===== src/source/tsc_pkg.sv =====
package tsc_pkg;

	// data and address width
	localparam int word_size = 16;

	// instruction opcodes, bits 15:12
	typedef enum logic [3:0] {
		BNE    = 4'd0,
		BEQ    = 4'd1,
		ADI    = 4'd4,
		ORI    = 4'd5,
		LHI    = 4'd6,
		LWD    = 4'd7,
		SWD    = 4'd8,
		JMP    = 4'd9,
		JAL    = 4'd10,
		HLT    = 4'd14,
		R_TYPE = 4'd15
	} opcode_e;

	// r-type function field, bits 5:0
	typedef enum logic [5:0] {
		F_ADD = 6'd0,
		F_SUB = 6'd1,
		F_AND = 6'd2,
		F_ORR = 6'd3,
		F_WWD = 6'd28
	} funct_e;

	typedef enum logic [2:0] {
		ALU_ADD    = 3'd0,
		ALU_SUB    = 3'd1,
		ALU_AND    = 3'd2,
		ALU_OR     = 3'd3,
		ALU_LHI    = 3'd4,
		ALU_PASS_A = 3'd5
	} alu_op_e;

	// decoded control of one instruction
	typedef struct packed {
		alu_op_e    alu_op;
		logic       alu_src_imm;
		logic       mem_read;
		logic       mem_write;
		logic       reg_write;
		logic [1:0] dest;
		logic       mem_to_reg;
		logic       pc_to_reg;
		logic       is_branch_eq;
		logic       is_branch_ne;
		logic       is_jump;
		logic       is_wwd;
		logic       is_halt;
	} ctrl_t;

	typedef struct packed {
		logic                 valid;
		ctrl_t                ctrl;
		logic [word_size-1:0] pc_plus1;
		logic [word_size-1:0] a;
		logic [word_size-1:0] b;
		logic [word_size-1:0] imm;
		logic [word_size-1:0] jump_target;
	} id_ex_t;

	typedef struct packed {
		logic                 valid;
		ctrl_t                ctrl;
		logic [word_size-1:0] pc_plus1;
		logic [word_size-1:0] alu_out;
		logic [word_size-1:0] store_data;
	} ex_mem_t;

	typedef struct packed {
		logic                 valid;
		ctrl_t                ctrl;
		logic [word_size-1:0] pc_plus1;
		logic [word_size-1:0] alu_out;
		logic [word_size-1:0] load_data;
	} mem_wb_t;

endpackage

===== src/source/tsc_cpu.sv =====
`timescale 1ns/1ps

module tsc_cpu import tsc_pkg::*; #(
	parameter int WORD_SIZE = word_size
) (
	input  logic                 clk,
	input  logic                 rst_n,
	output logic                 read_m1,
	output logic [WORD_SIZE-1:0] address1,
	input  logic [WORD_SIZE-1:0] data1,
	output logic                 read_m2,
	output logic                 write_m2,
	output logic [WORD_SIZE-1:0] address2,
	output logic [WORD_SIZE-1:0] store_data2,
	input  logic [WORD_SIZE-1:0] data2,
	output logic [WORD_SIZE-1:0] num_inst,
	output logic [WORD_SIZE-1:0] output_port,
	output logic                 is_halted
);

	logic [WORD_SIZE-1:0] instr;
	logic                 if_id_valid;
	ctrl_t                ex_ctrl;
	logic                 ex_valid;
	ctrl_t                mem_ctrl;
	logic                 mem_valid;
	logic                 redirect;
	ctrl_t                id_ctrl;
	logic [WORD_SIZE-1:0] id_imm;
	logic                 stall;
	logic                 flush;
	logic                 halt_fetch;

	control_unit control_unit_i (
		.clk(clk),
		.rst_n(rst_n),
		.instr(instr),
		.if_id_valid(if_id_valid),
		.ex_ctrl(ex_ctrl),
		.ex_valid(ex_valid),
		.mem_ctrl(mem_ctrl),
		.mem_valid(mem_valid),
		.redirect(redirect),
		.id_ctrl(id_ctrl),
		.id_imm(id_imm),
		.stall(stall),
		.flush(flush),
		.halt_fetch(halt_fetch)
	);

	datapath #(.WORD_SIZE(WORD_SIZE)) datapath_i (
		.clk(clk),
		.rst_n(rst_n),
		.id_ctrl(id_ctrl),
		.id_imm(id_imm),
		.stall(stall),
		.flush(flush),
		.halt_fetch(halt_fetch),
		.instr(instr),
		.if_id_valid(if_id_valid),
		.ex_ctrl(ex_ctrl),
		.ex_valid(ex_valid),
		.mem_ctrl(mem_ctrl),
		.mem_valid(mem_valid),
		.redirect(redirect),
		.read_m1(read_m1),
		.address1(address1),
		.data1(data1),
		.read_m2(read_m2),
		.write_m2(write_m2),
		.address2(address2),
		.data2(data2),
		.store_data2(store_data2),
		.num_inst(num_inst),
		.output_port(output_port),
		.is_halted(is_halted)
	);

endmodule


===== src/source/datapath.sv =====
`timescale 1ns/1ps

module datapath import tsc_pkg::*; #(
	parameter int WORD_SIZE = word_size
) (
	input  logic                 clk,
	input  logic                 rst_n,
	input  ctrl_t                id_ctrl,
	input  logic [WORD_SIZE-1:0] id_imm,
	input  logic                 stall,
	input  logic                 flush,
	input  logic                 halt_fetch,
	output logic [WORD_SIZE-1:0] instr,
	output logic                 if_id_valid,
	output ctrl_t                ex_ctrl,
	output logic                 ex_valid,
	output ctrl_t                mem_ctrl,
	output logic                 mem_valid,
	output logic                 redirect,
	output logic                 read_m1,
	output logic [WORD_SIZE-1:0] address1,
	input  logic [WORD_SIZE-1:0] data1,
	output logic                 read_m2,
	output logic                 write_m2,
	output logic [WORD_SIZE-1:0] address2,
	input  logic [WORD_SIZE-1:0] data2,
	output logic [WORD_SIZE-1:0] store_data2,
	output logic [WORD_SIZE-1:0] num_inst,
	output logic [WORD_SIZE-1:0] output_port,
	output logic                 is_halted
);

	id_ex_t               id_ex;
	id_ex_t               id_ex_d;
	ex_mem_t              ex_mem;
	ex_mem_t              ex_mem_d;
	mem_wb_t              mem_wb;
	mem_wb_t              mem_wb_d;
	logic [WORD_SIZE-1:0] if_pc_plus1;
	logic [WORD_SIZE-1:0] id_pc;
	logic [WORD_SIZE-1:0] rd_a;
	logic [WORD_SIZE-1:0] rd_b;
	logic [WORD_SIZE-1:0] alu_b;
	logic [WORD_SIZE-1:0] alu_result;
	logic                 alu_equal;
	logic                 branch_taken;
	logic [WORD_SIZE-1:0] target;
	logic                 wb_en;
	logic [WORD_SIZE-1:0] wb_data;

	pc_unit #(.WORD_SIZE(WORD_SIZE)) pc_unit_i (
		.clk(clk),
		.rst_n(rst_n),
		.stall(stall),
		.flush(flush),
		.halt_fetch(halt_fetch),
		.target(target),
		.data1(data1),
		.read_m1(read_m1),
		.address1(address1),
		.instr(instr),
		.pc_plus1(if_pc_plus1),
		.if_id_valid(if_id_valid)
	);

	register_file #(.WORD_SIZE(WORD_SIZE)) register_file_i (
		.clk(clk),
		.rst_n(rst_n),
		.rs(instr[11:10]),
		.rt(instr[9:8]),
		.wr_en(wb_en),
		.wr_addr(mem_wb.ctrl.dest),
		.wr_data(wb_data),
		.rd_a(rd_a),
		.rd_b(rd_b)
	);

	// id stage, a stall or flush turns the slot into a bubble
	assign id_pc = if_pc_plus1 - 1'b1;
	assign id_ex_d = '{
		valid: if_id_valid && !stall && !flush,
		ctrl: id_ctrl,
		pc_plus1: if_pc_plus1,
		a: rd_a,
		b: rd_b,
		imm: id_imm,
		jump_target: {id_pc[WORD_SIZE-1:12], instr[11:0]}
	};

	// ex stage
	assign alu_b = id_ex.ctrl.alu_src_imm ? id_ex.imm : id_ex.b;

	alu #(.WORD_SIZE(WORD_SIZE)) alu_i (
		.op(id_ex.ctrl.alu_op),
		.a(id_ex.a),
		.b(alu_b),
		.result(alu_result),
		.equal(alu_equal)
	);

	assign branch_taken = (id_ex.ctrl.is_branch_eq && alu_equal) ||
		(id_ex.ctrl.is_branch_ne && !alu_equal);
	assign redirect = id_ex.valid && (id_ex.ctrl.is_jump || branch_taken);
	assign target = id_ex.ctrl.is_jump ? id_ex.jump_target : id_ex.pc_plus1 + id_ex.imm;

	assign ex_mem_d = '{
		valid: id_ex.valid,
		ctrl: id_ex.ctrl,
		pc_plus1: id_ex.pc_plus1,
		alu_out: alu_result,
		store_data: id_ex.b
	};

	// mem stage, data memory answers in the same cycle
	assign read_m2 = ex_mem.valid && ex_mem.ctrl.mem_read;
	assign write_m2 = ex_mem.valid && ex_mem.ctrl.mem_write;
	assign address2 = ex_mem.alu_out;
	assign store_data2 = ex_mem.store_data;

	assign mem_wb_d = '{
		valid: ex_mem.valid,
		ctrl: ex_mem.ctrl,
		pc_plus1: ex_mem.pc_plus1,
		alu_out: ex_mem.alu_out,
		load_data: data2
	};

	// wb stage
	assign wb_en = mem_wb.valid && mem_wb.ctrl.reg_write;
	assign wb_data = mem_wb.ctrl.pc_to_reg ? mem_wb.pc_plus1 :
		mem_wb.ctrl.mem_to_reg ? mem_wb.load_data : mem_wb.alu_out;

	assign ex_ctrl = id_ex.ctrl;
	assign ex_valid = id_ex.valid;
	assign mem_ctrl = ex_mem.ctrl;
	assign mem_valid = ex_mem.valid;

	always_ff @(posedge clk) begin
		if (!rst_n) begin
			id_ex.valid <= 1'b0;
			ex_mem.valid <= 1'b0;
			mem_wb.valid <= 1'b0;
		end else begin
			id_ex <= id_ex_d;
			ex_mem <= ex_mem_d;
			mem_wb <= mem_wb_d;
		end
	end

	// retire counter, wwd port and sticky halt
	always_ff @(posedge clk) begin
		if (!rst_n) begin
			num_inst <= '0;
			output_port <= '0;
			is_halted <= 1'b0;
		end else if (mem_wb.valid) begin
			num_inst <= num_inst + 1'b1;
			if (mem_wb.ctrl.is_wwd) begin
				output_port <= mem_wb.alu_out;
			end
			if (mem_wb.ctrl.is_halt) begin
				is_halted <= 1'b1;
			end
		end
	end

endmodule


===== src/source/alu.sv =====
`timescale 1ns/1ps

module alu import tsc_pkg::*; #(
	parameter int WORD_SIZE = word_size
) (
	input  alu_op_e              op,
	input  logic [WORD_SIZE-1:0] a,
	input  logic [WORD_SIZE-1:0] b,
	output logic [WORD_SIZE-1:0] result,
	output logic                 equal
);

	always_comb begin
		case (op)
			ALU_ADD: begin
				result = a + b;
			end
			ALU_SUB: begin
				result = a - b;
			end
			ALU_AND: begin
				result = a & b;
			end
			ALU_OR: begin
				result = a | b;
			end
			// low byte of the immediate moves to the top
			ALU_LHI: begin
				result = {b[7:0], {(WORD_SIZE-8){1'b0}}};
			end
			// wwd carries operand a to write-back
			ALU_PASS_A: begin
				result = a;
			end
			default: begin
				result = '0;
			end
		endcase
	end

	// branch compare on the raw register operands
	assign equal = (a == b);

endmodule


===== src/source/register_file.sv =====
`timescale 1ns/1ps

module register_file import tsc_pkg::*; #(
	parameter int WORD_SIZE = word_size
) (
	input  logic                 clk,
	input  logic                 rst_n,
	input  logic [1:0]           rs,
	input  logic [1:0]           rt,
	input  logic                 wr_en,
	input  logic [1:0]           wr_addr,
	input  logic [WORD_SIZE-1:0] wr_data,
	output logic [WORD_SIZE-1:0] rd_a,
	output logic [WORD_SIZE-1:0] rd_b
);

	logic [WORD_SIZE-1:0] regs [4];

	always_ff @(posedge clk) begin
		if (!rst_n) begin
			for (int i = 0; i < 4; i++) begin
				regs[i] <= '0;
			end
		end else if (wr_en) begin
			regs[wr_addr] <= wr_data;
		end
	end

	// write-through so decode sees the value retiring this cycle
	assign rd_a = (wr_en && (wr_addr == rs)) ? wr_data : regs[rs];
	assign rd_b = (wr_en && (wr_addr == rt)) ? wr_data : regs[rt];

endmodule


===== src/source/control_unit.sv =====
`timescale 1ns/1ps

module control_unit import tsc_pkg::*; (
	input  logic                 clk,
	input  logic                 rst_n,
	input  logic [word_size-1:0] instr,
	input  logic                 if_id_valid,
	input  ctrl_t                ex_ctrl,
	input  logic                 ex_valid,
	input  ctrl_t                mem_ctrl,
	input  logic                 mem_valid,
	input  logic                 redirect,
	output ctrl_t                id_ctrl,
	output logic [word_size-1:0] id_imm,
	output logic                 stall,
	output logic                 flush,
	output logic                 halt_fetch
);

	opcode_e    opcode;
	funct_e     funct;
	logic [1:0] rs;
	logic [1:0] rt;
	logic [1:0] rd;
	logic [7:0] imm8;
	logic       uses_rs;
	logic       uses_rt;
	logic       id_halt;
	logic       halt_q;

	assign opcode = opcode_e'(instr[15:12]);
	assign funct = funct_e'(instr[5:0]);
	assign rs = instr[11:10];
	assign rt = instr[9:8];
	assign rd = instr[7:6];
	assign imm8 = instr[7:0];

	// true when an older instruction still has to write r
	function automatic logic pending(input ctrl_t c, input logic v, input logic [1:0] r);
		return v && c.reg_write && (c.dest == r);
	endfunction

	always_comb begin
		id_ctrl = '0;
		id_imm = {{(word_size-8){imm8[7]}}, imm8};
		uses_rs = 1'b0;
		uses_rt = 1'b0;
		case (opcode)
			R_TYPE: begin
				id_ctrl.dest = rd;
				uses_rs = 1'b1;
				case (funct)
					F_ADD, F_SUB, F_AND, F_ORR: begin
						uses_rt = 1'b1;
						id_ctrl.reg_write = 1'b1;
						case (funct)
							F_SUB: id_ctrl.alu_op = ALU_SUB;
							F_AND: id_ctrl.alu_op = ALU_AND;
							F_ORR: id_ctrl.alu_op = ALU_OR;
							default: id_ctrl.alu_op = ALU_ADD;
						endcase
					end
					F_WWD: begin
						id_ctrl.alu_op = ALU_PASS_A;
						id_ctrl.is_wwd = 1'b1;
					end
					// unknown funct behaves as a nop
					default: uses_rs = 1'b0;
				endcase
			end
			ADI, ORI, LHI, LWD: begin
				id_ctrl.alu_src_imm = 1'b1;
				id_ctrl.reg_write = 1'b1;
				id_ctrl.dest = rt;
				uses_rs = (opcode != LHI);
				if (opcode == ORI) begin
					id_ctrl.alu_op = ALU_OR;
					id_imm = {{(word_size-8){1'b0}}, imm8};
				end else if (opcode == LHI) begin
					id_ctrl.alu_op = ALU_LHI;
				end
				id_ctrl.mem_read = (opcode == LWD);
				id_ctrl.mem_to_reg = (opcode == LWD);
			end
			SWD: begin
				id_ctrl.alu_src_imm = 1'b1;
				id_ctrl.mem_write = 1'b1;
				uses_rs = 1'b1;
				uses_rt = 1'b1;
			end
			BNE, BEQ: begin
				id_ctrl.alu_op = ALU_SUB;
				id_ctrl.is_branch_eq = (opcode == BEQ);
				id_ctrl.is_branch_ne = (opcode == BNE);
				uses_rs = 1'b1;
				uses_rt = 1'b1;
			end
			JMP: id_ctrl.is_jump = 1'b1;
			JAL: begin
				id_ctrl.is_jump = 1'b1;
				id_ctrl.reg_write = 1'b1;
				id_ctrl.pc_to_reg = 1'b1;
				id_ctrl.dest = 2'd2;
			end
			HLT: id_ctrl.is_halt = 1'b1;
			default: id_ctrl = '0;
		endcase
	end

	// mem/wb writers are covered by the register file bypass
	assign stall = if_id_valid &&
		((uses_rs && (pending(ex_ctrl, ex_valid, rs) || pending(mem_ctrl, mem_valid, rs))) ||
		(uses_rt && (pending(ex_ctrl, ex_valid, rt) || pending(mem_ctrl, mem_valid, rt))));

	assign flush = redirect;

	assign id_halt = if_id_valid && (opcode == HLT);
	assign halt_fetch = halt_q || (id_halt && !flush);

	// once hlt passes decode, fetch stays frozen until reset
	always_ff @(posedge clk) begin
		if (!rst_n) begin
			halt_q <= 1'b0;
		end else if (id_halt && !flush) begin
			halt_q <= 1'b1;
		end
	end

endmodule


===== src/source/pc_unit.sv =====
`timescale 1ns/1ps

module pc_unit import tsc_pkg::*; #(
	parameter int WORD_SIZE = word_size
) (
	input  logic                 clk,
	input  logic                 rst_n,
	input  logic                 stall,
	input  logic                 flush,
	input  logic                 halt_fetch,
	input  logic [WORD_SIZE-1:0] target,
	input  logic [WORD_SIZE-1:0] data1,
	output logic                 read_m1,
	output logic [WORD_SIZE-1:0] address1,
	output logic [WORD_SIZE-1:0] instr,
	output logic [WORD_SIZE-1:0] pc_plus1,
	output logic                 if_id_valid
);

	logic [WORD_SIZE-1:0] pc;
	logic                 fetch_en;

	assign read_m1 = fetch_en && !halt_fetch;
	assign address1 = pc;

	// fetching starts the cycle after reset is released
	always_ff @(posedge clk) begin
		if (!rst_n) begin
			fetch_en <= 1'b0;
		end else begin
			fetch_en <= 1'b1;
		end
	end

	// redirect wins over stall, stall over normal stepping
	always_ff @(posedge clk) begin
		if (!rst_n) begin
			pc <= '0;
			if_id_valid <= 1'b0;
		end else if (flush) begin
			pc <= target;
			if_id_valid <= 1'b0;
		end else if (!stall) begin
			if (read_m1) begin
				pc <= pc + 1'b1;
			end
			if_id_valid <= read_m1;
		end
	end

	// if/id payload
	always_ff @(posedge clk) begin
		if (read_m1 && !stall && !flush) begin
			instr <= data1;
			pc_plus1 <= pc + 1'b1;
		end
	end

endmodule


===== config.mk =====
export PLATFORM = sky130hd
export DESIGN_NAME = tsc_cpu
export DESIGN_NICKNAME = d
export VERILOG_FILES = /design/src/source/tsc_pkg.sv /design/src/source/tsc_cpu.sv /design/src/source/datapath.sv /design/src/source/alu.sv /design/src/source/register_file.sv /design/src/source/control_unit.sv /design/src/source/pc_unit.sv
export SDC_FILE = /design/constraint.sdc
export NUM_CORES = 1
export LEC_CHECK = 0
export BUFFER_PORTS_ARGS = -buffer_cell sky130_fd_sc_hd__clkbuf_2
export CAP_MARGIN = 15
export CORE_ASPECT_RATIO = 0.75
export CORE_MARGIN = 3
export CORE_UTILIZATION = 55
export CTS_CLUSTER_SIZE = 28
export DETAILED_ROUTE_END_ITERATION = 10
export PLACE_DENSITY = 0.74
export SYNTH_ARGS = -nofsm -noshare
export SYNTH_HDL_FRONTEND = slang
export SYNTH_SLANG_ARGS = --single-unit

===== constraint.sdc =====
create_clock -name clk -period 8.5 [get_ports clk]
set_clock_uncertainty 0.1 [all_clocks]
set_input_delay 1.7 -clock clk [delete_from_list [all_inputs] [get_ports clk]]
set_output_delay 1.7 -clock clk [all_outputs]
set_load 0.02 [all_outputs]

==> results of run 1 <==
[synth_stat cells (3+ instances only)]
master	count
sky130_fd_sc_hd__o22ai_1	11
sky130_fd_sc_hd__a211oi_1	21
sky130_fd_sc_hd__a221o_1	9
sky130_fd_sc_hd__o21a_1	3
sky130_fd_sc_hd__o211ai_1	11
sky130_fd_sc_hd__nand2_1	119
sky130_fd_sc_hd__nor3b_1	5
sky130_fd_sc_hd__buf_1	4
sky130_fd_sc_hd__buf_4	32
sky130_fd_sc_hd__dfxtp_1	55
sky130_fd_sc_hd__xnor2_1	22
sky130_fd_sc_hd__nand4_1	6
sky130_fd_sc_hd__nor2_1	120
sky130_fd_sc_hd__o21ai_0	52
sky130_fd_sc_hd__o211a_1	4
sky130_fd_sc_hd__or2_2	8
sky130_fd_sc_hd__buf_2	12
sky130_fd_sc_hd__and3_1	8
sky130_fd_sc_hd__or3_1	8
sky130_fd_sc_hd__nor4_1	9
sky130_fd_sc_hd__inv_1	70
sky130_fd_sc_hd__a21boi_0	3
sky130_fd_sc_hd__nand2b_1	15
sky130_fd_sc_hd__nand3_1	34
sky130_fd_sc_hd__a21oi_1	64
sky130_fd_sc_hd__mux2i_1	32
sky130_fd_sc_hd__nor3_1	22
sky130_fd_sc_hd__fa_1	3
sky130_fd_sc_hd__o21bai_1	3
sky130_fd_sc_hd__mux4_2	33
sky130_fd_sc_hd__and4_1	5
sky130_fd_sc_hd__a21o_1	14
sky130_fd_sc_hd__mux2_2	39
sky130_fd_sc_hd__nor2b_1	12
sky130_fd_sc_hd__a221oi_1	11
sky130_fd_sc_hd__a22oi_1	3
sky130_fd_sc_hd__o221ai_1	7
sky130_fd_sc_hd__xor2_1	50
sky130_fd_sc_hd__and2_1	8
sky130_fd_sc_hd__edfxtp_1	287
sky130_fd_sc_hd__a31oi_1	5
sky130_fd_sc_hd__o31ai_1	3
sky130_fd_sc_hd__clkbuf_1	50
sky130_fd_sc_hd__ha_1	68
[layer usage]
layer  part of all wire [%]  vias to the layer above  track usage [%]
li1                       -                     5282                -
met1                     45                     5772             39.3
met2                     44                      497             37.9
met3                    9.4                       62             6.34
met4                    1.7                        0             5.81
met5                      0                        -                0
[how the worst min path moves through the flow]
stage	slack, ns	endpoint	startpoint	cells after the start
after floorplan	0.30	datapath_i.mem_ctrl[0]$_DFFE_PP_	datapath_i.ex_ctrl[0]$_DFFE_PP_	0
after global placement	0.30	datapath_i.mem_ctrl[5]$_DFFE_PP_	datapath_i.ex_ctrl[5]$_DFFE_PP_	0
after detailed placement	0.30	datapath_i.mem_wb[37]$_DFFE_PP_	datapath_i.ex_mem[37]$_DFFE_PP_	0
after CTS	0.32	datapath_i.mem_wb[34]$_DFFE_PP_	datapath_i.ex_mem[34]$_DFFE_PP_	0
after global routing	0.32	datapath_i.mem_wb[44]$_DFFE_PP_	datapath_i.ex_mem[44]$_DFFE_PP_	0
final	0.32	datapath_i.mem_wb[37]$_DFFE_PP_	datapath_i.ex_mem[37]$_DFFE_PP_	0
[worst max-delay path, cell delays in order, from the launching register on]
cell and delay (ns):
sky130_fd_sc_hd__edfxtp_1 0.63, sky130_fd_sc_hd__and2_1 0.42, sky130_fd_sc_hd__a21oi_1 0.13, sky130_fd_sc_hd__ha_1 0.49, sky130_fd_sc_hd__or4_4 0.62, sky130_fd_sc_hd__nand4b_4 0.20, sky130_fd_sc_hd__or4_4 0.45, sky130_fd_sc_hd__o311a_4 0.23
sky130_fd_sc_hd__o21ai_0 0.28, sky130_fd_sc_hd__inv_1 0.07, sky130_fd_sc_hd__clkbuf_2 0.15
[registers in the layout, summed over array words and instances, names as in the netlist]
name	count
datapath_i.mem_ctrl	8
datapath_i.id_ex	33
datapath_i.is_halted	1
datapath_i.register_file_i.regs	64
datapath_i.ex_valid	1
datapath_i.mem_wb	56
control_unit_i.halt_q	1
datapath_i.ex_mem_d	32
datapath_i.ex_ctrl	15
datapath_i.ex_mem	16
datapath_i.pc_unit_i.pc_plus1	16
datapath_i.mem_valid	1
datapath_i.pc_unit_i.instr	16
datapath_i.pc_unit_i.if_id_valid	1
datapath_i.store_data2	16
datapath_i.num_inst	16
datapath_i.output_port	16
datapath_i.pc_unit_i.address1	16
datapath_i.pc_unit_i.fetch_en	1
datapath_i.address2	16
[layout by cell type, fill, tap and decap left out, drive strengths merged, types with 32 or more instances in the layout]
master,count
edfxtp,287
clkbuf,166
nand2,120
nor2,120
inv,72
ha,68
a21oi,64
dfxtp,55
o21ai,52
xor2,50
mux2,39
nand3,34
mux4,33
mux2i,32
[power breakdown]
group          switching [mW]  internal (mW)  total (mW)
clock network           0.619          0.836        1.45
logic                   0.338          0.213       0.552
registers              0.0927           1.94        2.03
total                    1.05           2.99        4.04
[stage by stage]
stage               instances  utilization, %
floorplan                1403               -
CTS                      1891            62.0
global route             1892            62.1
finish                   1892            62.1
detailed placement       1831            58.5
global placement         1830            58.5
[logic make-up after synthesis]
kind of cell	synth area share, %
AOI/OAI and AO/OA	10.1
xor gates and xnor gates	3.68
adders and majority gates	5.32
buffers and inverters	4.56
DFF	56.7
muxes	8.77
and+or+nand+nor	10.8
[layout make-up]
type	count	area, um2	area share [%]
clock buffers	49	981	5.20
clock inverters	11	85.1	0.451
inverters	71	267	1.41
multi-input cells	891	6640	35.2
flip-flops and latches	342	9720	51.5
well taps	399	499	2.64
repair buffers	129	684	3.63
==> run metrics, run 1 <==
Finished Cell Area 0.0189 mm2; antenna-violating nets left 0; top post-synthesis cells by area sky130_fd_sc_hd__edfxtp_1 (50%), sky130_fd_sc_hd__dfxtp_1 (6.4%), sky130_fd_sc_hd__ha_1 (5.0%); TritonCTS sink count 342; final critical-path setup slack 2.49 ns; clock tree from TritonCTS built; row count 55; core outline area 0.0304 mm2; number of detailed-route iterations in the first pass 8; Area growth syn-to-layout 10.2%; Final Hold Slack 0.319 ns; peak supply drop 0.000197 V; Post-synth top flop sky130_fd_sc_hd__edfxtp_1; data arrival time at the worst-slack endpoint 4.21 ns; routability congestion estimate 0.941; wire length of the first global-routing pass 66400 um; required time at the worst-slack endpoint 6.70 ns; Syn Nets 1508; number of global-route vias before repair 11200; Max clock buf depth 3; total grt overflow 0; # port buffers 117; number of antenna cells inserted 0; r2r setup slk 4.28 ns; die boundary height 159 um; sequential area share after synthesis 56.7%; wirelength, routed 43600 um; Highest Clock Rate 166 MHz; worst slew pin tran 1.16 ns; Final Hold Vio Count 0; depth of the CTS H-tree 2; GRT Total Usage 25.9%; largest net degree at the start of global routing 85; Critical Path Sink read_m1; Synth Instances 1403; post-route DRC violation count 0; number of clock buffers inserted by TritonCTS 34; post-DR wirelength/cell 23.0 um; ratio of final minimum period to clock period 70.7%; dominant cell type by area after synthesis sky130_fd_sc_hd__edfxtp_1; element type at the critical path start register; Placed Instance Area 0.0178 mm2; power density relative to cell area 214 mW/mm2; Yosys cell types 76; area of the mapped netlist 0.0171 mm2; Setup Buffers After CTS 0; IO Pins 118; min Tclk post-route 6.01 ns; number of cells traversed by the worst register-to-register path 9; Worst Path Max Fanout 15; starting utilization of the core area 56.3%; worst-case headroom to the max-slew limit 22.4%; area enclosed by the die boundary 0.0333 mm2; clock slew at reported path FFs 0.06 ns; Hold Path Class reg -> reg; number of enable-type register cells in the synthesized netlist 287; post-synthesis average cell area 12.2 um2; hold_buf cts 0; total vias in the final route 11600; synthesis warning total 0; launch point of the worst reg-to-reg path datapath_i.id_ex[30]$_DFFE_PP_; crit path launch datapath_i.id_ex[30]$_DFFE_PP_; category of the most critical setup path reg -> out; Maximum Capacitance Violations 0; count of instances resized after the clock tree is built 0; final setup TNS 0 ns; total power after layout 4.04 mW; nets@finish 1574; top cell type's share of synthesized area 50.3%; final max-slew violation count 0; run status complete, no violations; minimum setup slack after placement 3.07 ns; via density per instance 6.14; cell at the root of the clock tree sky130_fd_sc_hd__clkbuf_16; terminus of the critical flop-to-flop path datapath_i.pc_unit_i.instr[11]$_DFFE_PP_; initial antenna violation count 0; layout cells sized above 1 18.2%; Initial DRC Count 1334; flip-flop and latch count after synthesis 342; die width 210 um; Post-synth ARST share 0%; Leakage Power 7.41 nW; FILL cells 2391; setup repair after global routing missed its margin no; Final setup violation count 0; clock latency of the later-clocked register in the worst-skew pair 0.53 ns; Critical Path End Type output pin; half-perimeter wire length after placement 31000 um
Note: power is estimated with default switching activity, not from simulation.
==> inputs of run 2 (changes only) <==
--- a/config.mk
+++ b/config.mk
@@ -12,7 +12,7 @@
 export CORE_UTILIZATION = 55
 export CTS_CLUSTER_SIZE = 28
 export DETAILED_ROUTE_END_ITERATION = 10
-export PLACE_DENSITY = 0.74
+export PLACE_DENSITY = 0.76
 export SYNTH_ARGS = -nofsm -noshare
 export SYNTH_HDL_FRONTEND = slang
 export SYNTH_SLANG_ARGS = --single-unit
==> constraint.sdc (replaced) <==
create_clock -name clk -period 5.15 [get_ports clk]
set_clock_uncertainty 0.1 [all_clocks]
set_input_delay 1.03 -clock clk [delete_from_list [all_inputs] [get_ports clk]]
set_output_delay 1.03 -clock clk [all_outputs]
set_load 0.02 [all_outputs]
==> run metrics, run 2 (same netlist as run 1, synthesis figures left out) <==
Final setup violation count 0 (unchanged); row count 55 (unchanged); count of instances resized after the clock tree is built 0 (unchanged); GRT Total Usage 25.3% (-0.55 points); # port buffers 117 (unchanged); half-perimeter wire length after placement 30400 um (-1.7%); final max-slew violation count 0 (unchanged); FF+latch area 0.00972 mm2 (unchanged); total vias in the final route 11500 (-0.77%); IO Pins 118 (unchanged); Largest delay share family, worst path simple AND/OR/NAND/NOR gates; FILL cells 2381 (-0.42%); total grt overflow 0 (unchanged); biggest registers after layout datapath_i.register_file_i.regs (64), datapath_i.mem_wb (56), datapath_i.id_ex (33); depth of the CTS H-tree 2 (unchanged); multi-input logic area 0.00664 mm2 (unchanged); clock latency of the later-clocked register in the worst-skew pair 0.52 ns (about the same); core outline area 0.0304 mm2 (unchanged); Hold Path Class reg -> reg; hold_buf cts 0 (unchanged); number of buffers and inverters on the critical path 2 (unchanged); run status complete, no violations; Area growth syn-to-layout 10.5%; Final Hold Vio Count 0 (unchanged); post-route DRC violation count 0 (unchanged); clock slew at reported path FFs 0.06 ns (about the same); number of global-route vias before repair 10900 (-2.1%); starting utilization of the core area 56.3% (unchanged); stage delay of the slowest cell on the critical path 0.62 ns (about the same); largest net degree at the start of global routing 92 (+8.2%); routability congestion estimate 0.943 (+0.26%); placed insts 1839 (+0.44%); peak supply drop 0.000268 V (+36%); initial antenna violation count 1 (+1); flip-flop count of the largest register after layout 64 (unchanged); number of clock buffers inserted by TritonCTS 34 (unchanged); min Tclk post-route 4.95 ns; Critical Path End Type output pin; nets@finish 1582 (+0.51%); fin cells 1902 (+0.53%); Max clock buf depth 3 (unchanged); wirelength, routed 42300 um (-3.0%); Slowest cell on crit path sky130_fd_sc_hd__or4_4; wire length of the first global-routing pass 65200 um (-1.8%); element type at the critical path start register; most used cells in the layout excluding fill and tap cells sky130_fd_sc_hd__edfxtp_1 (287), sky130_fd_sc_hd__nand2_1 (119), sky130_fd_sc_hd__nor2_1 (119); die boundary height 159 um (unchanged); Worst Path Max Fanout 14 (-1); number of antenna cells inserted 0 (unchanged); power density relative to cell area 350 mW/mm2 (+64%); via density per instance 6.06 (-1.3%); post-DR wirelength/cell 22.2 um (-3.5%); die width 210 um (unchanged); largest register by flop count datapath_i.register_file_i.regs; category of the most critical setup path reg -> out; TritonCTS sink count 342 (unchanged); ratio of final minimum period to clock period 96.1%; clock tree from TritonCTS built; layout cells sized above 1 18.8% (+0.61 points); setup repair after global routing missed its margin no; final setup TNS 0 ns (unchanged); number of detailed-route iterations in the first pass 7 (-1); Initial DRC Count 1379 (+3.4%); worst slew pin tran 1.13 ns (-0.0261 ns); cell-by-cell listing of the critical path and2_1 -> a21oi_1 -> ha_1 -> or4_4 -> nand4b_4 -> or4_4 -> o311a_4 -> o21ai_0 -> inv_1 -> clkbuf_2; Maximum Capacitance Violations 0 (unchanged); antenna-violating nets left 0 (unchanged); Leakage Power 7.45 nW (+0.65%); required time at the worst-slack endpoint 4.02 ns (-2.68 ns); cell at the root of the clock tree sky130_fd_sc_hd__clkbuf_16; most frequent cell on the critical path sky130_fd_sc_hd__or4_4; worst-case headroom to the max-slew limit 24.5% (+2.2 points); area enclosed by the die boundary 0.0333 mm2 (unchanged); Highest Clock Rate 202 MHz; data arrival time at the worst-slack endpoint 3.82 ns (-0.39 ns); most frequent standard cell in the layout excluding fill and tap cells sky130_fd_sc_hd__edfxtp_1; Setup Buffers After CTS 1 (+1)
run 2: cell count changes in the layout (fill, tap and decap cells not counted), sizes merged:
cell / previous run / this run
clkinv: 7 / 17
bufinv: 1 / 0
clkbuf: 166 / 161
buf: 12 / 20
clkinvlp: 2 / 0
run 2: stage by stage:
step	cell area (um2)	util [%]	hold slack [ns]	total power, mW	worst slack [ns]
final	18900	62.2	0.318	6.62	0.203
after global routing	18900	62.2	0.323	6.89	0.00193
after CTS	18900	62.2	0.319	6.65	0.185
after detailed placement	17900	58.7	0.305	4.31	0.491
after global placement	17900	58.7	0.303	4.30	0.525
after floorplan	17100	-	0.300	4.01	0.253
run 2: routing by layer:
layer	up-vias	wire (um)	part of all wire (%)	track usage, %
li1	5300	-	-	-
met1	5655	19200	45	38.5
met2	512	18800	44	37.8
met3	56	3660	8.6	5.77
met4	0	677	1.6	4.93
met5	-	0	0	0
run 2: worst reg2reg max path: cells and delay by family, from the launching register on:
family                     cells  cell delay, ns
DFF                            1            0.43
and+or+nand+nor                5            1.69
buffers and inverters          2            0.52
AOI/OAI and AO/OA              2            0.41
adders and majority gates      1            0.45
run 2: final timing paths:
| kind | slack (ns) | to | cells past startpoint | start |
|---|---|---|---|---|
| worst min-delay path | 0.32 | datapath_i.mem_wb[33]$_DFFE_PP_ | 0 | datapath_i.ex_mem[33]$_DFFE_PP_ |
| worst max-delay path | 0.20 | read_m1 | 10 | datapath_i.id_ex[30]$_DFFE_PP_ |
| worst min register to register | 0.32 | datapath_i.mem_wb[33]$_DFFE_PP_ | 0 | datapath_i.ex_mem[33]$_DFFE_PP_ |
| worst max register to register | 1.21 | datapath_i.pc_unit_i.instr[15]$_DFFE_PP_ | 10 | datapath_i.id_ex[30]$_DFFE_PP_ |
run 2: layout make-up:
type / count / share of cell area (%)
Timing Repair Buffer: 137 / 3.93
Inverter: 71 / 1.41
Multi-Input combinational cell: 891 / 35.1
Clock inverter: 18 / 0.489
Clock buffer: 44 / 5.08
Sequential cell: 342 / 51.4
Tap cell: 399 / 2.64
run 2: power by group:
| group | total (mW) | internal, mW | leakage [nW] | switching [mW] |
|---|---|---|---|---|
| combinational | 0.922 | 0.356 | 3.60 | 0.566 |
| sequential | 3.35 | 3.20 | 3.33 | 0.148 |
| clock | 2.35 | 1.33 | 0.525 | 1.02 |
| total | 6.62 | 4.89 | 7.45 | 1.74 |
